$ cat src/mmt_defines.svh
`ifndef MMT_DEFINES_SVH
`define MMT_DEFINES_SVH

// Largest supported matrix dimension
`define MMT_MAX_N 4

// Matrices held in the store per session
`define MMT_NUM_MATS 8

// Stored element width
`define MMT_ELEM_W 8

// Width of one A*B entry
`define MMT_MID_W 20

// Width of the returned trace
`define MMT_OUT_W 32

// Requests served before the store reopens
`define MMT_ROUNDS 10

`endif

$ cat src/mmt_data_pkg.sv
`include "mmt_defines.svh"

package mmt_data_pkg;

	// Signed element as stored
	typedef logic signed [`MMT_ELEM_W-1:0] elem_t;

	// Entry of the first product
	typedef logic signed [`MMT_MID_W-1:0] mid_t;

	// Final trace and dot sums
	typedef logic signed [`MMT_OUT_W-1:0] trace_t;

	// Matrix number inside the store
	typedef logic [2:0] mat_idx_t;

	// Row-major position inside one matrix
	typedef logic [3:0] elem_addr_t;

endpackage

$ cat src/mmt_session_ctrl.sv
`timescale 1ns/1ps
`include "mmt_defines.svh"

module mmt_session_ctrl (
	input  logic                 clk,
	input  logic                 rst_n,
	input  logic                 trace_done,
	input  mmt_data_pkg::trace_t trace,
	output logic                 out_valid,
	output mmt_data_pkg::trace_t out_value,
	output logic                 session_end
);
	localparam int RCW = $clog2(`MMT_ROUNDS);

	logic [RCW-1:0] round_cnt;
	logic           last_round;

	assign last_round = (round_cnt == RCW'(`MMT_ROUNDS - 1));

	// Output register, zero outside the valid cycle
	always_ff @(posedge clk or negedge rst_n) begin
		if (!rst_n) begin
			out_valid <= 1'b0;
			out_value <= '0;
		end else begin
			out_valid <= trace_done;
			out_value <= trace_done ? trace : '0;
		end
	end

	// Request counter
	always_ff @(posedge clk or negedge rst_n) begin
		if (!rst_n) begin
			round_cnt   <= '0;
			session_end <= 1'b0;
		end else begin
			session_end <= trace_done && last_round;
			if (trace_done)
				round_cnt <= last_round ? '0 : round_cnt + 1'b1;
		end
	end

endmodule

$ cat config.mk
export PLATFORM = sky130hd
export DESIGN_NAME = mmt_session_ctrl
export DESIGN_NICKNAME = d
export VERILOG_FILES = /design/src/mmt_data_pkg.sv /design/src/mmt_session_ctrl.sv
export VERILOG_INCLUDE_DIRS = /design/src
export SDC_FILE = /design/constraint.sdc
export NUM_CORES = 1
export LEC_CHECK = 0
export ABC_CLOCK_PERIOD_IN_PS = 1100
export BUFFER_PORTS_ARGS = -buffer_cell sky130_fd_sc_hd__buf_2
export CAP_MARGIN = 10
export CORE_MARGIN = 3
export CORE_UTILIZATION = 39
export CTS_BUF_LIST = sky130_fd_sc_hd__clkbuf_8
export CTS_CLUSTER_SIZE = 24
export DETAILED_ROUTE_END_ITERATION = 7
export PLACE_DENSITY = 0.71
export SLEW_MARGIN = 20
export SYNTH_ARGS = -nofsm -noshare
export SYNTH_HDL_FRONTEND = slang
export SYNTH_SLANG_ARGS = --single-unit
export TNS_END_PERCENT = 30
$ cat constraint.sdc
create_clock -name clk -period 1.1 [get_ports clk]
set_input_delay 0.11 -clock clk [delete_from_list [all_inputs] [get_ports clk]]
set_output_delay 0.11 -clock clk [all_outputs]
set_load 0.05 [all_outputs]
== After elaboration in Yosys (flattened, before gate mapping) ==
Cells that the tools add are included.

* Register bits: 38
* Output and inout port bits: 34
* Word-level logic and storage cells: 9

* Add/subtract/negate cells: 1
* Eq/ne operators: 1
* Mux-type cells: 2
* Reductions and logical operators: 1

{| class="wikitable"
|+ Operators by type and width
! cell !! number
|-
| 2-to-1 mux 32 bit || 1
|-
| adder 4 x 1 -> 4 bit (second input constant) || 1
|-
| == test 4 bit (second input constant) || 1
|-
| 2-to-1 mux 4 bit || 1
|-
| logical AND 1 bit || 1
|}

== Longest topological paths before layout ==
* Word-level depth: 2
* Mapped depth: 4
* Gate-level depth less buffers: 3

== Least setup slack after synthesis ==
Ideal clock, no wire load.

* Path kind: register to register
* Start: register round_cnt[2]
* End: register round_cnt[1]
* Arrival: 0.768 ns
* Path slack: 0.213 ns
* Cell stages (with the launch flop): 4
* Path buffers: 0
* Path through: dfrtp_1 > nor2b_1 > nor3_1 > a21o_2

* Longest elaborated chain between the ends: 2

{| class="wikitable"
|+ Ends and longest elaborated chain
! element !! line !! RTL
|-
| start: declaration || mmt_session_ctrl.sv:15 || <nowiki>logic [RCW-1:0] round_cnt;</nowiki>
|-
| start signal: assignment || mmt_session_ctrl.sv:39 || <nowiki>round_cnt <= last_round ? '0 : round_cnt + 1'b1;</nowiki>
|-
| == test 4 bit || mmt_session_ctrl.sv:18 || <nowiki>assign last_round = (round_cnt == RCW'(`MMT_ROUNDS - 1));</nowiki>
|-
| 2-to-1 mux 4 bit || mmt_session_ctrl.sv:39 ||
|}

Every way passes these cells.
A chain may end at the register's enable or synchronous reset.

== Worst setup path in the final report ==
* Start: register out_value[16]
* End: output port out_value[16]

{| class="wikitable"
|+ RTL lines
! element !! line !! RTL
|-
| start: declaration || mmt_session_ctrl.sv:10 || <nowiki>output mmt_data_pkg::trace_t out_value,</nowiki>
|-
| start signal: assignment || mmt_session_ctrl.sv:27 || <nowiki>out_value <= trace_done ? trace : '0;</nowiki>
|}

No word-level cell between the ends.

==> impl_metrics.csv <==
group,metric,value,unit
status,outcome,"completed",
critical_path,crit_chain,"buf_2",
global_route,antenna_found_initial,0,
placed_design,io_buffers,68,
synthesis,syn_inst,87,
clock_network,numCtsBuffers,5,
critical_path,worst-path-buf-inv,1,
detailed_routing,first_pass_iters,2,
sta,fmax,1015,MHz
clock_network,clock_latency,280,ps
critical_path,crit_type,"register to output pin",
power_and_ir_drop,total_leakage_power,0.9701,nW
clock_network,cts.sinks,38,
detailed_routing,drt-total-wl,2462,um
sta,slew_headroom,75.77,%
synthesis,synth.avg_cell_area,14.54,um2
final_layout,syn2layout_area_growth,38.18,%
sta,period_needed,984.9,ps
detailed_routing,wl_per_cell,12.01,um
critical_path,path_max_fanout,1,
final_layout,nNetsFinal,196,
floorplan,dieArea,0.003963,mm2
final_layout,fillCellCount,273,
final_layout,seqCellArea,950.9,um2
sta,setup_violations,0,
synthesis,synth_nets,122,
detailed_routing,dr_wl_met3,184,um
detailed_routing,num_vias,846,
placed_design,routabilityCongestion,0.6389,
placed_design,placed_area,0.001662,mm2
sta,rsz0062_at_grt,"false",
sta,hold_viol,0,
power_and_ir_drop,p_per_area,1775,mW/mm2
critical_path,r2r_start,"round_cnt[1]",
clock_network,htreeDepth,2,
final_layout,final_cell_mix,"buf_2, dfrtp_1, and2_1, clkbuf_8, inv_1",
critical_path,cp_data_arrival_time,870,ps
floorplan,core,0.003078,mm2
synthesis,seq_area_frac_synth,75.17,%
sta,slew_violations,0,
global_route,grt_pass1_wl,4181,um
critical_path,critPathRequiredTime,990,ps
sta,min_period_over_period,89.53,%
detailed_routing,ant_nets,0,
synthesis,ys_warn_count,0,
critical_path,path_delay_family,"flip-flops",
critical_path,worstSetupStartpointType,"register",
detailed_routing,met2_wirelength,1337,um
floorplan,start_util,41.10,%
clock_network,post_cts_resized,0,
worst_hold_path,hp-start,"trace[28]",
detailed_routing,m1WireLength,918,um
power_and_ir_drop,ir_worst_vdd,0.0008227,V
global_route,grt_pass1_vias,942,
detailed_routing,drtIter0Drc,32,
detailed_routing,routed.top_layer,"met4",
detailed_routing,viasPerCell,4.127,
sta,max_slew.worst_pin.slew,363.4,ps
clock_network,cts_tree,"done",
final_layout,diodes,0,
final_layout,layout-drive-gt1-share,47.83,%
floorplan,ios,69,
critical_path,cp_slowest_cell,"dfrtp_1",
clock_network,post_cts_buffers,0,
critical_path,path_depth,1,
synthesis,yosys_register_bits,38,
worst_hold_path,hold_path_depth,2,
floorplan,row_count,20,
final_layout,multi_input_area,287.8,um2
synthesis,synth_cell_type_count,17,
final_layout,fin_area,0.001748,mm2
final_layout,final_util,56.79,%
global_route,grt-ovfl-total,0,
worst_hold_path,worst_hold_path_type,"input pin to register",
critical_path,startpoint,"out_value[16]",
sta,setup_tns,0,ps
final_layout,final_common_cell,"buf_2",
detailed_routing,drc,0,
critical_path,ff2ff_path_depth,3,
global_route,grt_usage,14.00,%
clock_network,clk_pin_slew,70,ps
clock_network,root_buffer,"clkbuf_8",
job,drv_cap,0,
clock_network,cts.path.max_buffers,2,
placed_design,hpwlAfterDp,1817,um
global_route,grt_start_max_net_pins,25,
floorplan,die_y,62.95,um
sta,finClkSkew,4.333,ps
synthesis,syn_area,0.001265,mm2
critical_path,max_stage_delay,340,ps
critical_path,end_kind,"output pin",
floorplan,die_x,62.95,um
## cells by family (layout without fill, tap and decap cells)
kind of cell,Yosys count,count (layout),synth area share [%]
AOI/OAI and AO/OA,3,3,1.483
DFF,38,38,75.17
xor gates and xnor gates,2,2,1.385
and+or+nand+nor,40,40,19.88
buffers and inverters,4,78,2.077
## path summary, 6_finish.rpt
check / slack (ps) / to
min reg2reg: 520 / round_cnt[2]
min in group asynchronous: 280 / out_value[16]
min: 40 / out_value[28]
max: 120 / out_value[16]
max in group asynchronous: 370 / out_value[30]
max reg2reg: 130 / round_cnt[3]
## synth_stat cells, drive strengths merged
| master | instances | area [um2] |
|---|---|---|
| a21o | 1 | 8.760 |
| and2 | 32 | 200.2 |
| and2b | 1 | 7.510 |
| and4b | 1 | 10.01 |
| buf | 1 | 11.26 |
| clkbuf | 3 | 15.01 |
| dfrtp | 38 | 950.9 |
| nand2 | 2 | 10.01 |
| nand3 | 1 | 5.000 |
| nor2b | 1 | 6.260 |
| nor3 | 1 | 5.000 |
| nor3b | 1 | 7.510 |
| o21ai | 2 | 10.00 |
| xnor2 | 1 | 8.760 |
| xor2 | 1 | 8.760 |
## area by class of cell
class                           instances  share of cell area, %
Timing Repair Buffer                   71                  21.62
Tap cell                               44                  3.150
Clock inverter                          2                 0.4295
Clock buffer                            5                  3.937
Sequential cell                        38                  54.40
Multi-Input combinational cell         45                  16.46
## state kept, by name (all words and copies together), names as in the netlist
| name | cells |
|---|---|
| out_valid | 1 |
| round_cnt | 4 |
| session_end | 1 |
| out_value | 32 |
## what timing repair did
| item | CTS | global route |
|---|---|---|
| endpoints found under the setup margin | 0 | 0 |
| hold endpoints to repair | 14 | 0 |
| hold buffers | 1 | 0 |
## per-stage QoR
step,instances,power [W],worst slack (ps),hold slack (ps)
2_1_floorplan,87,0.002088,213.3,-185.6
3_3_place_gp,197,0.002260,201.4,31.47
3_5_place_dp,197,0.002299,123.6,46.32
4_1_cts,205,0.003159,91.92,25.81
5_1_grt,205,0.003272,55.96,31.16
6_report,205,0.003102,115.1,41.22
## power breakdown
part	switching [W]	internal [W]	leakage, nW
clock network	0.000416	0.000417	0.0466
logic	0.000405	0.000227	0.438
registers	0.0000991	0.00154	0.486
total	0.000920	0.00218	0.970
## metal layers
metal / vias up / track usage, %
li1: 413 / -
met1: 393 / 13.17
met2: 36 / 25.43
met3: 4 / 6.475
met4: 0 / 6.336
met5: - / 0
Power figures use the tool's default switching activity.
