## config.mk

```make
export PLATFORM = sky130hd
export DESIGN_NAME = mmt_input_store
export DESIGN_NICKNAME = d
export VERILOG_FILES = /design/src/mmt_ctrl_pkg.sv /design/src/mmt_data_pkg.sv /design/src/mmt_input_store.sv
export VERILOG_INCLUDE_DIRS = /design/src
export SDC_FILE = /design/constraint.sdc
export NUM_CORES = 1
export LEC_CHECK = 0
export CORE_MARGIN = 3
export CORE_UTILIZATION = 56
export CTS_BUF_LIST = sky130_fd_sc_hd__clkbuf_4 sky130_fd_sc_hd__clkbuf_8
export DETAILED_ROUTE_END_ITERATION = 12
export DONT_BUFFER_PORTS = 1
export HOLD_SLACK_MARGIN = 0.08
export PLACE_DENSITY_LB_ADDON = 0.1
export SLEW_MARGIN = 20
export SYNTH_ARGS = -nofsm -noshare
export SYNTH_HDL_FRONTEND = slang
export SYNTH_SLANG_ARGS = --single-unit
```

## constraint.sdc

```tcl
create_clock -name clk -period 2.5 [get_ports clk]
set_input_delay 0.5 -clock clk [delete_from_list [all_inputs] [get_ports clk]]
set_output_delay 0.5 -clock clk [all_outputs]
set_load 0.005 [all_outputs]
```

## src/mmt_defines.svh

```systemverilog
`ifndef MMT_DEFINES_SVH
`define MMT_DEFINES_SVH

// Largest supported matrix dimension
`define MMT_MAX_N 4

// Matrices held in the store per session
`define MMT_NUM_MATS 8

// Stored element width
`define MMT_ELEM_W 8

// Width of one A*B entry
`define MMT_MID_W 20

// Width of the returned trace
`define MMT_OUT_W 32

// Requests served before the store reopens
`define MMT_ROUNDS 10

`endif

```

## src/mmt_ctrl_pkg.sv

```systemverilog
package mmt_ctrl_pkg;

	// Size code from the first burst beat
	typedef logic [1:0] size_code_t;

	localparam size_code_t SIZE_2X2 = 2'd0;

	// Which operand is transposed
	typedef enum logic [1:0] {
		MODE_PLAIN,
		MODE_T_FIRST,
		MODE_T_SECOND,
		MODE_T_THIRD
	} mode_t;

	// Matrix dimension, 2 or 4
	typedef logic [2:0] dim_t;

	localparam dim_t DIM_SMALL = 3'd2;
	localparam dim_t DIM_LARGE = 3'd4;

	typedef enum logic {LD_IDX, LD_READ} load_state_t;

	typedef enum logic [1:0] {MU_IDLE, MU_PASS1, MU_PASS2} mult_state_t;

endpackage

```

## src/mmt_data_pkg.sv

```systemverilog
`include "mmt_defines.svh"

package mmt_data_pkg;

	// Signed element as stored
	typedef logic signed [`MMT_ELEM_W-1:0] elem_t;

	// Entry of the first product
	typedef logic signed [`MMT_MID_W-1:0] mid_t;

	// Final trace and dot sums
	typedef logic signed [`MMT_OUT_W-1:0] trace_t;

	// Matrix number inside the store
	typedef logic [2:0] mat_idx_t;

	// Row-major position inside one matrix
	typedef logic [3:0] elem_addr_t;

endpackage

```

## src/mmt_input_store.sv

```systemverilog
`timescale 1ns/1ps
`include "mmt_defines.svh"

module mmt_input_store (
	input  logic                     clk,
	input  logic                     rst_n,
	input  logic                     in_valid,
	input  mmt_data_pkg::elem_t      matrix,
	input  mmt_ctrl_pkg::size_code_t matrix_size,
	input  logic                     session_end,
	input  mmt_data_pkg::mat_idx_t   rd_mat,
	input  mmt_data_pkg::elem_addr_t rd_pos,
	output mmt_ctrl_pkg::dim_t       dim,
	output mmt_data_pkg::elem_t      rd_data
);
	import mmt_data_pkg::*;
	import mmt_ctrl_pkg::*;

	localparam int DEPTH = `MMT_NUM_MATS * `MMT_MAX_N * `MMT_MAX_N;

	elem_t      mem [DEPTH];
	logic       open;
	logic       in_valid_d;
	logic       first_beat;
	logic       wr_en;
	elem_t      wr_data;
	mat_idx_t   wr_mat;
	elem_addr_t wr_pos;
	logic [5:0] area;
	logic       pos_wrap;

	assign first_beat = in_valid && !in_valid_d && open;
	assign area       = dim * dim;
	assign pos_wrap   = ({2'b00, wr_pos} == area - 6'd1);

	//////////////////////////////
	// Burst capture and counters
	//////////////////////////////
	always_ff @(posedge clk or negedge rst_n) begin
		if (!rst_n) begin
			open       <= 1'b1;
			in_valid_d <= 1'b0;
			wr_en      <= 1'b0;
			dim        <= DIM_SMALL;
			wr_mat     <= '0;
			wr_pos     <= '0;
		end else begin
			in_valid_d <= in_valid;
			wr_en      <= in_valid && open;
			// Closed from burst end until the last request of the session
			if (session_end)
				open <= 1'b1;
			else if (in_valid_d && !in_valid && open)
				open <= 1'b0;
			if (first_beat) begin
				dim    <= (matrix_size == SIZE_2X2) ? DIM_SMALL : DIM_LARGE;
				wr_mat <= '0;
				wr_pos <= '0;
			end else if (wr_en) begin
				if (pos_wrap) begin
					wr_pos <= '0;
					wr_mat <= wr_mat + 3'd1;
				end else begin
					wr_pos <= wr_pos + 4'd1;
				end
			end
		end
	end

	//////////////////////////////
	// Storage array
	//////////////////////////////
	always_ff @(posedge clk) begin
		wr_data <= matrix;
		if (wr_en)
			mem[{wr_mat, wr_pos}] <= wr_data;
		// One cycle read latency for the loader
		rd_data <= mem[{rd_mat, rd_pos}];
	end

endmodule

```

# Yosys cells after proc, flatten, opt, wreduce, memory -nomap -nowiden
# Memories as Yosys holds them, arrays and structs flattened. A register that Yosys moved wholly into a read port is not among the register bits.
# Index checks and enable logic that the tools add are counted.
# W data, S select, Z words.
dict set report op_classes {
  add_sub_neg 3
  n_mul 1
  n_eq_ne 1
  muxes 11
  n_reduce_logical 12
}
# cell count
set op_table {}
lappend op_table {{$mux W3} 4}
lappend op_table {{$mux W4} 3}
lappend op_table {{$eq A4 B6 Y1} 1}
lappend op_table {{$mul A3 B3 Y6} 1}
lappend op_table {{$reduce_bool A2 Y1} 3}
lappend op_table {{$sub A6 B1 Y6 const B} 1}
lappend op_table {{$logic_and A1 B1 Y1} 5}
lappend op_table {{$add A4 B1 Y4 const B} 1}
lappend op_table {{$mux W1} 4}
lappend op_table {{$add A3 B1 Y3 const B} 1}
lappend op_table {{$logic_not A1 Y1} 2}
lappend op_table {{$logic_not A2 Y1} 1}
lappend op_table {{$reduce_and A2 Y1} 1}
dict set report totals {
  ff_bits 21
  mem_bits_rw 1024
  input_bits 21
  output_inout_bits 11
  word_cells 36
  mem_count 1
}
# name depth word_bits read_ports rd_clocked_by_memory_dff write_ports line
set mem_list {}
lappend mem_list {mem 128 8 1 1 1 mmt_input_store.sv:21} ;# elem_t mem [DEPTH];

# Depth between registers and ports, before layout
dict set report logic_depth {
  word_depth 6
  mapped_depth 7
  ltp_nobuf 5
}

# Least setup slack after synthesis
# OpenSTA, ideal clock, no wires.
dict set report synth_path {
  path_kind {input -> register}
  startpoint {input rd_pos[0]}
  endpoint {register rd_data[0], read port of mem}
  setup_time_ps 121
  t_arrival_ps 2860
  required_time_ps 2379
  slack_ps -481
  stages 6
  cell_sequence {clkbuf_1 buf_1 mux4_2 mux4_2 mux4_2 mux2_2}
}
# item line
set synth_lines {}
lappend synth_lines {{start, declared} mmt_input_store.sv:12} ;# input mmt_data_pkg::elem_addr_t rd_pos,
lappend synth_lines {{end, declared} mmt_input_store.sv:14} ;# output mmt_data_pkg::elem_t rd_data

==> results.py <==
metrics = {
    "setup_path": {
        "worst_setup_path_type": "in -> reg",
        "flop2flop_setup_slack_ns": 0.07,
        "critical-path-max-stage-delay_ns": 0.89,
        "critical_path.most_common_cell": "mux4_2",
        "crit_chain": "mux4_2 > mux4_2 > mux4_2 > mux2_2",
        "critical_path_arrival_ns": 3.33,
        "cp_num_buf_inv": 0,
        "cp_max_fo": 256,
        "critPathCaptureType": "flip-flop",
        "cp_slowest_cell": "mux4_2",
        "critical_path_data_required_time_ns": 3.17,
        "worstSetupStartpointType": "primary input",
        "cpLargestDelayFamily": "multiplexers",
    },
    "global_routing": {
        "grt_first_pass_wirelength_mm": 132,
        "grt_overflow_total": 0,
        "grt.total_usage_pct": 24.8,
        "antenna_found_initial": 4,
        "vias_in_the_first_global_route": 19256,
        "maximum_number_of_pins_on_one_net_before_global_route_repair": 257,
    },
    "timing": {
        "holdWs_ns": 0.165,
        "timing_hold_violations_final": 0,
        "slew_viol_final": 0,
        "fin_skew_ns": 0.0244,
        "transition_time_at_the_pin_with_the_least_slew_margin_ns": 1.15,
        "setup-violations-final": 5,
        "max_freq_mhz": 376,
        "rsz0062_at_grt": "false",
        "final.min_clock_period_ns": 2.66,
        "setup_total_negative_slack_ns": -0.523,
        "timing.final.crit_share_pct": 106,
        "slew_headroom_pct": 23.3,
        "setup_slack_ns": -0.157,
    },
    "detailed_routing": {
        "via_count": 18652,
        "route.detailed.drc": 0,
        "first_pass_iters": 5,
        "ant_nets": 0,
        "viasPerCell": 6.19,
        "wl_per_cell_um": 29.8,
        "dr.first_iter.drc_count": 1922,
        "route.final.wire_length_mm": 89.7,
    },
    "status": {
        "failed_checks": "setup timing",
        "outcome": "finished, violations left",
    },
    "synthesis": {
        "synth-warning-count": 0,
        "synth.ff_latch_count": 1052,
        "number_of_nets_produced_by_synthesis": 1722,
        "synthesis.instances": 1699,
        "mappedNetlistArea_um2": 40400,
        "ys_types": 31,
        "synth_area_per_cell_um2": 23.8,
        "synth.yosys.seq_area_share_pct": 77.7,
    },
    "flow_run": {
        "cap_viol_max_count": 0,
    },
    "pwr": {
        "peakVddDrop_mv": 0.502,
        "total_power_mw": 35.8,
        "p_leak_nw": 14.6,
        "powerDensity_nw_per_um2": 779,
    },
    "layout": {
        "syn2layout_area_growth_pct": 13.7,
        "multi_input_comb_area_um2": 8570,
        "regArea_um2": 31400,
        "num-fill-cells": 4600,
        "finish.cell_count_without_fillers": 3014,
        "finalNetCount": 1979,
        "layout.cell_area.non_filler_um2": 45900,
        "utilization_pct": 64.9,
        "post_route_cells_drive_above_1_share_pct": 37.3,
    },
    "die": {
        "floorplan.initialDensity_pct": 57.1,
        "die_y_um": 275,
        "dieArea_um2": 75400,
        "placementRows": 97,
        "io_pins": 32,
        "core_um2": 70800,
        "width_of_the_die_um": 275,
    },
    "place": {
        "globalplace.congestion": 0.788,
        "detailedPlace.worstSlack_ns": -0.251,
        "portBuffers": 0,
        "dpl.cell_count": 2712,
        "detailedPlacementHpwl_mm": 51.4,
        "placement.cell_area_um2": 42500,
    },
    "clock_tree": {
        "cts_root_buffer": "clkbuf_8",
        "cts_tree": "yes",
        "cts_buffers": 164,
        "worst_setup_hold_path_clk_slew_ns": 0.06,
        "clock_latency_ns": 0.80,
        "cts.htree.levels": 4,
        "cts-root-to-sink-buffers": 3,
        "numClockSinks": 1052,
    },
    "min_path": {
        "min-delay-path-class": "in -> reg",
    },
}
layout make-up:
class	instances	area share, %
Sequential cell	1052	68.4
Multi-Input combinational cell	550	18.7
Clock buffer	229	6.10
Timing Repair Buffer	184	3.33
Tap cell	940	2.56
Clock inverter	54	0.875
Inverter	4	0.0327
Antenna cell	1	0.00545
layout by cell type (no fill, tap or decap), drive strengths merged, types with 3 or more instances in the layout:
master	count
nor3	9
dfxtp	16
nand4	3
inv	11
nor2b	6
nand2b	4
dfrtp	10
nand2	19
nor2	126
bufinv	4
nand3	14
o21ai	5
clkinv	40
a21oi	3
mux2	8
clkbuf	229
dlygate4sd3	18
clkinvlp	3
or3	3
o31ai	4
edfxtp	1024
mux4	336
buf	166
report_power, final:
part / switching [mW] / internal, mW
sequential: 0.224 / 19.6
combinational: 1.04 / 0.883
clock: 6.39 / 7.65
final timing paths:
check                           start          to  cells past startpoint
max                         rd_pos[0]  rd_data[7]                      4
min                         rd_mat[2]  rd_data[2]                      2
max reg2reg                mem[87][1]  rd_data[1]                      4
min reg2reg                      open        open                      1
max in group asynchronous       rst_n   wr_mat[2]                      1
min in group asynchronous       rst_n      dim[2]                      1
synthesized netlist by cell type:
| cell type | number | area [µm²] |
|---|---|---|
| mux2_2 | 8 | 90.1 |
| nand3_1 | 14 | 70.1 |
| inv_1 | 4 | 15.0 |
| or3_1 | 3 | 18.8 |
| nand4_1 | 3 | 18.8 |
| dfxtp_1 | 16 | 320 |
| nor2_1 | 126 | 473 |
| o21a_1 | 1 | 7.51 |
| conb_1 | 1 | 3.75 |
| edfxtp_1 | 1024 | 30700 |
| a21oi_1 | 3 | 15.0 |
| or4_1 | 1 | 7.51 |
| buf_2 | 21 | 105 |
| or4b_2 | 1 | 10.0 |
| ha_1 | 2 | 25.0 |
| buf_1 | 13 | 48.8 |
| mux4_2 | 336 | 7570 |
| clkbuf_1 | 52 | 195 |
| o31ai_1 | 4 | 30.0 |
| nor2b_1 | 6 | 37.5 |
| a21o_1 | 2 | 15.0 |
| nor3_1 | 9 | 45.0 |
| nand2_1 | 19 | 71.3 |
| and2_1 | 1 | 6.26 |
| buf_4 | 3 | 22.5 |
| dfrtp_1 | 10 | 250 |
| nand2b_1 | 4 | 25.0 |
| dfstp_2 | 2 | 52.6 |
| buf_6 | 4 | 45.0 |
| o21ai_0 | 5 | 25.0 |
| mux2i_1 | 1 | 10.0 |
layer usage:
layer	GRT usage, %	up-vias	part of all wire, %
met1	36.6	9934	41
met4	7.57	0	2.5
li1	-	7774	-
met5	0	-	0
met3	6.05	135	7.9
met2	37.7	809	48
state kept, by name, indices dropped and copies added, names as in the netlist:
register    cells
wr_en           1
dim             2
mem          1024
wr_pos          4
wr_mat          3
rd_data         8
open            1
wr_data         8
in_valid_d      1
cells by family (layout without fill, tap and decap cells):
| group | after synthesis | count (layout) | synth area share, % |
|---|---|---|---|
| multiplexers | 345 | 345 | 19.0 |
| buffers and inverters | 97 | 471 | 1.07 |
| other | 1 | 2 | 0.00929 |
| flip-flops | 1052 | 1052 | 77.7 |
| AND/OR/NAND/NOR | 187 | 187 | 1.94 |
| AO/OA/AOI/OAI | 15 | 15 | 0.229 |
| adder cells (fa/ha/maj) | 2 | 2 | 0.0620 |
worst register-to-register path, stage by stage, from the launching register on:
cell,delay [ns]
edfxtp_1,0.36
mux4_2,0.47
mux4_2,0.59
mux4_2,0.59
mux2_2,0.30
what timing repair did:
action,CTS,global route
hold buffers,18,0
hold endpoints to repair,33,0
resized for setup,0,0
setup buffers,0,0
No activity file was read; power rests on OpenSTA's default activity.
