===== src/mmt_defines.svh =====
`ifndef MMT_DEFINES_SVH
`define MMT_DEFINES_SVH

// Largest supported matrix dimension
`define MMT_MAX_N 4

// Matrices held in the store per session
`define MMT_NUM_MATS 8

// Stored element width
`define MMT_ELEM_W 8

// Width of one A*B entry
`define MMT_MID_W 20

// Width of the returned trace
`define MMT_OUT_W 32

// Requests served before the store reopens
`define MMT_ROUNDS 10

`endif


===== src/mmt_ctrl_pkg.sv =====
package mmt_ctrl_pkg;

	// Size code from the first burst beat
	typedef logic [1:0] size_code_t;

	localparam size_code_t SIZE_2X2 = 2'd0;

	// Which operand is transposed
	typedef enum logic [1:0] {
		MODE_PLAIN,
		MODE_T_FIRST,
		MODE_T_SECOND,
		MODE_T_THIRD
	} mode_t;

	// Matrix dimension, 2 or 4
	typedef logic [2:0] dim_t;

	localparam dim_t DIM_SMALL = 3'd2;
	localparam dim_t DIM_LARGE = 3'd4;

	typedef enum logic {LD_IDX, LD_READ} load_state_t;

	typedef enum logic [1:0] {MU_IDLE, MU_PASS1, MU_PASS2} mult_state_t;

endpackage


===== src/mmt_data_pkg.sv =====
`include "mmt_defines.svh"

package mmt_data_pkg;

	// Signed element as stored
	typedef logic signed [`MMT_ELEM_W-1:0] elem_t;

	// Entry of the first product
	typedef logic signed [`MMT_MID_W-1:0] mid_t;

	// Final trace and dot sums
	typedef logic signed [`MMT_OUT_W-1:0] trace_t;

	// Matrix number inside the store
	typedef logic [2:0] mat_idx_t;

	// Row-major position inside one matrix
	typedef logic [3:0] elem_addr_t;

endpackage


===== src/mmt_operand_loader.sv =====
`timescale 1ns/1ps
`include "mmt_defines.svh"

module mmt_operand_loader (
	input  logic                     clk,
	input  logic                     rst_n,
	input  logic                     in_valid2,
	input  mmt_data_pkg::mat_idx_t   matrix_idx,
	input  mmt_ctrl_pkg::mode_t      mode,
	input  mmt_ctrl_pkg::dim_t       dim,
	input  mmt_data_pkg::elem_t      rd_data,
	output mmt_data_pkg::mat_idx_t   rd_mat,
	output mmt_data_pkg::elem_addr_t rd_pos,
	output mmt_data_pkg::elem_t      op_a [`MMT_MAX_N][`MMT_MAX_N],
	output mmt_data_pkg::elem_t      op_b [`MMT_MAX_N][`MMT_MAX_N],
	output mmt_data_pkg::elem_t      op_c [`MMT_MAX_N][`MMT_MAX_N],
	output logic                     load_done
);
	import mmt_data_pkg::*;
	import mmt_ctrl_pkg::*;

	localparam int RW = $clog2(`MMT_MAX_N);

	load_state_t    state;
	logic [1:0]     beat_cnt;
	mat_idx_t       idx_q [3];
	mode_t          mode_q;
	logic [1:0]     slot;
	elem_addr_t     pos;
	logic [5:0]     area;
	logic           last_rd;
	logic           start;
	logic           rd_vld_q;
	logic [1:0]     slot_q;
	elem_addr_t     pos_q;
	logic [RW-1:0]  row;
	logic [RW-1:0]  col;
	logic           swap;
	logic [RW-1:0]  dst_r;
	logic [RW-1:0]  dst_c;

	assign area    = dim * dim;
	assign last_rd = (slot == 2'd2) && ({2'b00, pos} == area - 6'd1);
	assign start   = (state == LD_IDX) && in_valid2 && (beat_cnt == 2'd2);
	// One matrix per read slot
	assign rd_mat  = idx_q[slot];
	assign rd_pos  = pos;

	//////////////////////////////
	// Index capture and read sequence
	//////////////////////////////
	always_ff @(posedge clk or negedge rst_n) begin
		if (!rst_n) begin
			state    <= LD_IDX;
			beat_cnt <= '0;
			idx_q    <= '{default: '0};
			mode_q   <= MODE_PLAIN;
			slot     <= '0;
			pos      <= '0;
		end else begin
			case (state)
				LD_IDX: begin
					if (in_valid2) begin
						idx_q[beat_cnt] <= matrix_idx;
						if (beat_cnt == 2'd0)
							mode_q <= mode;
						if (start) begin
							beat_cnt <= '0;
							state    <= LD_READ;
						end else begin
							beat_cnt <= beat_cnt + 2'd1;
						end
					end
				end
				LD_READ: begin
					if (slot == 2'd2) begin
						slot <= '0;
						if (last_rd) begin
							pos   <= '0;
							state <= LD_IDX;
						end else begin
							pos <= pos + 4'd1;
						end
					end else begin
						slot <= slot + 2'd1;
					end
				end
				default: state <= LD_IDX;
			endcase
		end
	end

	always_ff @(posedge clk or negedge rst_n) begin
		if (!rst_n) begin
			rd_vld_q  <= 1'b0;
			load_done <= 1'b0;
		end else begin
			rd_vld_q  <= (state == LD_READ);
			load_done <= (state == LD_READ) && last_rd;
		end
	end

	always_ff @(posedge clk) begin
		slot_q <= slot;
		pos_q  <= pos;
	end

	//////////////////////////////
	// Placement with transpose
	//////////////////////////////
	always_comb begin
		if (dim == DIM_SMALL) begin
			row = RW'(pos_q[1]);
			col = RW'(pos_q[0]);
		end else begin
			row = pos_q[3:2];
			col = pos_q[1:0];
		end
		case (slot_q)
			2'd0:    swap = (mode_q == MODE_T_FIRST);
			2'd1:    swap = (mode_q == MODE_T_SECOND);
			default: swap = (mode_q == MODE_T_THIRD);
		endcase
		dst_r = swap ? col : row;
		dst_c = swap ? row : col;
	end

	// Cleared at request start so unused rows and columns read zero
	always_ff @(posedge clk) begin
		if (start) begin
			op_a <= '{default: '0};
			op_b <= '{default: '0};
			op_c <= '{default: '0};
		end else if (rd_vld_q) begin
			case (slot_q)
				2'd0:    op_a[dst_r][dst_c] <= rd_data;
				2'd1:    op_b[dst_r][dst_c] <= rd_data;
				default: op_c[dst_r][dst_c] <= rd_data;
			endcase
		end
	end

endmodule


===== config.mk =====
export PLATFORM = sky130hd
export DESIGN_NAME = mmt_operand_loader
export DESIGN_NICKNAME = d
export VERILOG_FILES = /design/src/mmt_ctrl_pkg.sv /design/src/mmt_data_pkg.sv /design/src/mmt_operand_loader.sv
export VERILOG_INCLUDE_DIRS = /design/src
export SDC_FILE = /design/constraint.sdc
export NUM_CORES = 1
export LEC_CHECK = 0
export BUFFER_PORTS_ARGS = -buffer_cell sky130_fd_sc_hd__clkbuf_2
export CAP_MARGIN = 20
export CORE_ASPECT_RATIO = 1.2
export CORE_MARGIN = 2
export CORE_UTILIZATION = 35
export CTS_BUF_LIST = sky130_fd_sc_hd__clkbuf_16
export CTS_CLUSTER_DIAMETER = 50
export DETAILED_ROUTE_END_ITERATION = 10
export GPL_TIMING_DRIVEN = 0
export PLACE_DENSITY_LB_ADDON = 0.25
export REMOVE_ABC_BUFFERS = 1
export SYNTH_ARGS = -nofsm -noshare
export SYNTH_HDL_FRONTEND = slang
export SYNTH_SLANG_ARGS = --single-unit

===== constraint.sdc =====
create_clock -name clk -period 5.85 [get_ports clk]
set_clock_uncertainty 0.05 [all_clocks]
set_input_delay 1.755 -clock clk [delete_from_list [all_inputs] [get_ports clk]]
set_output_delay 1.755 -clock clk [all_outputs]
set_load 0.02 [all_outputs]

* Word-level counts from Yosys, hierarchy flattened
Index checks and enable logic that the tools add are counted.
Cells by class: order comparisons 7, multipliers 1, add/sub/neg operators 4, bitwise logic cells 6, mux-type cells 26, equal/unequal tests 8, reductions and logical operators 16
Operators by type and width (number):
- $bwmux W128 | 3
- $demux W32 S2 | 1
- $mux W32 | 1
- $demux W8 S2 | 1
- $ge A3 B3 Y1 const B | 4
- $mux W2 | 6
- $not A2 Y3 | 4
- $reduce_and A2 Y1 | 5
- $bwmux W9 | 1
- $lt A3 B1 Y1 const B | 3
- $mux W3 | 3
- $eq A2 B2 Y1 const B | 4
- $mux W8 | 1
- $logic_and A1 B1 Y1 | 7
- $bmux W3 S2 | 1
- $demux W3 S2 | 1
- $eq A4 B6 Y1 | 1
- $mul A3 B3 Y6 | 1
- $sub A6 B1 Y6 const B | 1
- $add A2 B1 Y2 const B | 2
- $add A4 B1 Y4 const B | 1
- $eq A2 B1 Y1 const B | 2
- $logic_not A2 Y1 | 2
- $mux W1 | 4
- other kinds (6) | 8
Storage, ports and cells: bits of input ports 19, output and inout bits 392, flip-flop bits (word level) 412, word-level logic and storage cells 128

* Depth between registers and ports, before layout
word-level depth 11, depth in mapped cells 9, gate-level depth less buffers 8

* Worst setup path after synthesis
OpenSTA, ideal clock, no wires.
kind input-to-reg, start point input port dim[0], end point register pos[2] (netlist: rd_pos[2]), path buffers 1, library setup time 0.125 ns, data arrival time 3.374 ns, data required time 5.675 ns, setup slack 2.300 ns, stages on the path 8, path through clkbuf_1 -> a21o_1 -> ha_1 -> nor2b_1 -> a2bb2oi_1 -> o22ai_1 -> and4_1 -> a2111oi_0
Between the ends: cells in the longest elaborated chain, start to end 5
Ends and longest elaborated chain:
- start: declaration | line mmt_operand_loader.sv:10 | input mmt_ctrl_pkg::dim_t dim,
- $mul A3 B3 Y6 | line mmt_operand_loader.sv:42 | assign area = dim * dim;
- $sub A6 B1 Y6 | line mmt_operand_loader.sv:43 | assign last_rd = (slot == 2'd2) && ({2'b00, pos} == area - 6'd1);
- $eq A4 B6 Y1 | line mmt_operand_loader.sv:43
- $logic_and A1 B1 Y1 | line mmt_operand_loader.sv:43
- $mux W4 | line mmt_operand_loader.sv:78 | if (last_rd) begin
- end signal: assignment | line mmt_operand_loader.sv:82 | pos <= pos + 4'd1;
- end: declaration | line mmt_operand_loader.sv:29 | elem_addr_t pos;
Every way passes these cells. A chain may end at the register's enable or synchronous reset.

* Final worst setup path
start point input port dim[0], end point register op_b[31] (netlist bit)
Between the ends: cells in the longest elaborated chain, start to end 11, elaborated cells on any way between the ends 18
Ends and longest elaborated chain:
- $eq A3 B2 Y1 * | line mmt_operand_loader.sv:112 | if (dim == DIM_SMALL) begin
- $mux W2 | line mmt_operand_loader.sv:112
- $mux W2 | line mmt_operand_loader.sv:125 | dst_c = swap ? row : col;
- $not A2 Y3 (not written as such) | line mmt_operand_loader.sv:137 | 2'd1: op_b[dst_r][dst_c] <= rd_data;
- $ge A3 B3 Y1 (not written as such) / $lt A3 B1 Y1 (equally long branches) | line mmt_operand_loader.sv:137
- $logic_and A1 B1 Y1 (not written as such) | line mmt_operand_loader.sv:137
- $mux W8 (not written as such) | line mmt_operand_loader.sv:137
- $demux W8 S2 | line mmt_operand_loader.sv:137
- $mux W32 (not written as such) | line mmt_operand_loader.sv:137
- $demux W32 S2 * | line mmt_operand_loader.sv:137
- $bwmux W128 * | line mmt_operand_loader.sv:137
- end signal: indexed assignment | line mmt_operand_loader.sv:137
- end: declaration | line mmt_operand_loader.sv:15 | output mmt_data_pkg::elem_t op_b [`MMT_MAX_N][`MMT_MAX_N],
Every way passes the cells marked *; elsewhere a longest branch is shown, timed or not.

==> results by group <==
Die
  – Rows: 85
  – Core area: 0.0450 mm²
  – Die Area: 0.0475 mm²
  – Die Y: 238 µm
  – Starting density of the core: 0.356
  – Die Width: 199 µm
  – Number of I/O pins: 411

Logic synthesis
  – Ys flop type: dfxtp_1
  – Fraction of registers with async set/reset: 0.0534
  – EDFF count, synth: 0
  – Avg Synthesized Cell Area: 10.3 µm²
  – Post-Synthesis Cells: 1555
  – Synthesis warning total: 0
  – Post-synthesis sequential area ratio: 0.522
  – Mapped Area: 0.0160 mm²
  – Number of synthesized register bits: 412
  – Number of distinct library cells after synthesis: 63

Global route
  – Global-route wire length before repair: 74.5 mm
  – GR Util All Layers: 0.205
  – Largest net degree at the start of global routing: 72
  – Initial antenna violation count: 0
  – GRT overflow: 0
  – Vias in the first global route: 12200

Cells and area
  – Post-layout nets: 1936
  – Most common cell after layout, fill and taps aside: clkbuf_2
  – ANT cells: 0
  – Multi-input gate area: 0.00717 mm²
  – Finished Cell Area: 0.0201 mm²
  – Layout cells sized above 1: 0.291
  – Layout area overhead: 25.4%
  – Most frequent cells in the layout: 410 x clkbuf_2, 390 x dfxtp_1, 315 x mux2i_1
  – Filler cells: 4335
  – FF/Latch Area: 0.00836 mm²

Route
  – Met1 wire length: 21.1 mm
  – Routed wl met2: 23.8 mm
  – Wire length per cell: 19.8 µm
  – Final antenna-violating net count: 0
  – Met3 wire len: 4.01 mm
  – DR vias/cell: 4.98
  – Vias: 12700
  – Starting DRT DRC Count: 480
  – Top Layer Used: met4
  – Wirelength, routed: 50.5 mm
  – First-pass DRT Iterations: 5
  – # DRC: 0

CTS
  – Root Buffer: clkbuf_16
  – CTS sink cnt: 412
  – H-tree Lvls: 2
  – Post-cts resize count: 0
  – Longest Clk Path Bufs: 3
  – Setup Buffers After CTS: 0
  – CTS buffer count: 44
  – CTS tree: yes
  – Hold bufs inserted after CTS: 0
  – Worst-path clk slew: 60 ps
  – Worst-Skew Late Latency: 560 ps

STA
  – Minimum clock period: 4210 ps
  – Crit share post-route: 0.720
  – RSZ-0062 raised after global routing: no
  – Fmax: 237 MHz
  – Hold Vio Cnt, Final: 0
  – Slew HR: 0.108
  – Slew @ Worst Pin: 1340 ps
  – Setup Viol. Count Final: 0
  – Final setup margin: 1640 ps
  – Hold Slack: 404 ps
  – Pins Over Slew Limit: 0
  – Setup total negative slack: 0 ps

Placed design
  – Pre-CTS setup slack: 1040 ps
  – Post-DP Area: 0.0187 mm²
  – Post-DP HPWL: 34.8 mm
  – Global placement routability congestion: 0.758
  – Count of port buffers added during placement: 410

Worst setup path
  – CP Depth: 6
  – CP Data Arrival Time: 4630 ps
  – CP max stage cell: a22oi_1
  – Setup crit start kind: primary input
  – CP Class: primary input to flip-flop
  – Flop2flop setup slack: 2570 ps
  – CP Buf/Inv Count: 1
  – Critical path's largest stage delay: 1080 ps
  – Reg-to-reg endpoint: op_a[69]$_SDFFE_PP0P_
  – Delay-heaviest family, CP: simple AND/OR/NAND/NOR gates
  – CP Cell Sequence: clkbuf_2, or3b_1, nand3b_1, nor2_1, a22oi_1, mux2i_1
  – Crit path max fanout: 16
  – Worst r2r path cells: 5
  – R2r startpoint: pos_q[1]$_DFF_P_
  – WP data required: 6270 ps
  – Setup crit end kind: flip-flop

Run
  – # Max-Cap Violations: 0

Power
  – Power Density: 537 mW/mm²
  – Leak Pwr: 10.2 nW
  – Tot Pwr: 10.8 mW
  – Peak supply drop: 0.000289 V

Run status
  – Run status: finished, final reports clean

Min path
  – Worst Hold End: op_c[123]$_SDFFE_PP0P_
  – Hold Crit Start: op_c[123]$_SDFFE_PP0P_
  – Hold Path Depth: 2
  – Hold Crit Class: flip-flop to flip-flop
==> cell type report <==
class | instances | area share
sequential | 412 | 0.416
multi-input combinational | 1021 | 0.357
timing repair buffer | 431 | 0.122
clock buffer | 45 | 0.0560
tap | 609 | 0.0379
clock inverter | 34 | 0.0101
inverter | 4 | 0.000747
==> worst max-delay path by stage <==
stage                                  to  startpoint  slack (ps)
global placement    op_b[88]$_SDFFE_PP0P_   in_valid2      -13780
global route        op_b[31]$_SDFFE_PP0P_      dim[0]        1550
floorplan           op_b[89]$_SDFFE_PP0P_   in_valid2       -6450
detailed placement  op_b[28]$_SDFFE_PP0P_      dim[0]        1040
CTS                 op_b[31]$_SDFFE_PP0P_      dim[0]        1640
finish              op_b[31]$_SDFFE_PP0P_      dim[0]        1640
==> cell families after synthesis <==
kind of cell	share of synthesized area
adders and majority gates	0.00234
and+or+nand+nor	0.160
muxes	0.210
AOI/OAI and AO/OA	0.0735
DFF	0.522
buffers and inverters	0.0330
==> power by group <==
group | internal [mW] | total [mW] | switching, mW
Clock | 1.48 | 2.61 | 1.13
Combinational | 1.34 | 3.96 | 2.61
Sequential | 3.66 | 4.22 | 0.561
==> worst register-to-register path, cell delays in order (launching register included) <==
cell and delay, ps:
dfxtp_1 920, and4bb_2 450, a21o_1 600, and2_1 480, nand3_2 390, mux2i_1 240
==> per-layer routing <==
layer  global-route usage  vias to the layer above
li1                     -                     6101
met5                    0                        -
met4               0.0724                        0
met3               0.0620                       79
met1                0.248                     6149
met2                0.344                      390
==> cells in the mapped netlist (all sizes together) (2+ instances only) <==
cell type | count | area (µm²)
dfrtp | 22 | 551
a32o | 24 | 240
nand2 | 300 | 1130
or3b | 6 | 52.6
mux2i | 318 | 3200
nor4 | 9 | 68.8
o21ai | 29 | 145
a22oi | 6 | 45.0
a21o | 5 | 37.5
and2 | 3 | 18.8
mux2 | 14 | 158
nand3 | 56 | 363
nor2b | 10 | 62.6
nand4 | 7 | 43.8
and4bb | 2 | 25.0
buf | 27 | 173
nor2 | 101 | 399
dfxtp | 390 | 7810
nor3 | 24 | 179
a32oi | 6 | 165
a221o | 11 | 110
and4 | 2 | 17.5
a21oi | 30 | 165
a211oi | 2 | 27.5
clkbuf | 91 | 342
a311o | 2 | 21.3
inv | 4 | 15.0
or2 | 2 | 12.5
a22o | 9 | 78.8
ha | 3 | 37.5
a211o | 5 | 43.8
nor4b | 2 | 23.8
nor3b | 3 | 27.5
nand3b | 3 | 22.5
nand2b | 15 | 93.8
o211ai | 3 | 22.5
==> registers in the layout, indices dropped and copies added (netlist names) <==
register   flops
beat_cnt       2
idx_q          9
load_done      1
mode_q         2
op_a         128
op_b         128
op_c         128
pos_q          4
rd_pos         4
rd_vld_q       1
slot           2
slot_q         2
state          1
==> through the flow <==
stage           util  std cells
2_1_floorplan      -       1437
3_3_place_gp   0.407       2456
3_5_place_dp   0.416       2475
4_1_cts        0.446       2554
5_1_grt        0.447       2556
6_report       0.447       2556
Note: power is estimated with default switching activity, not from simulation.
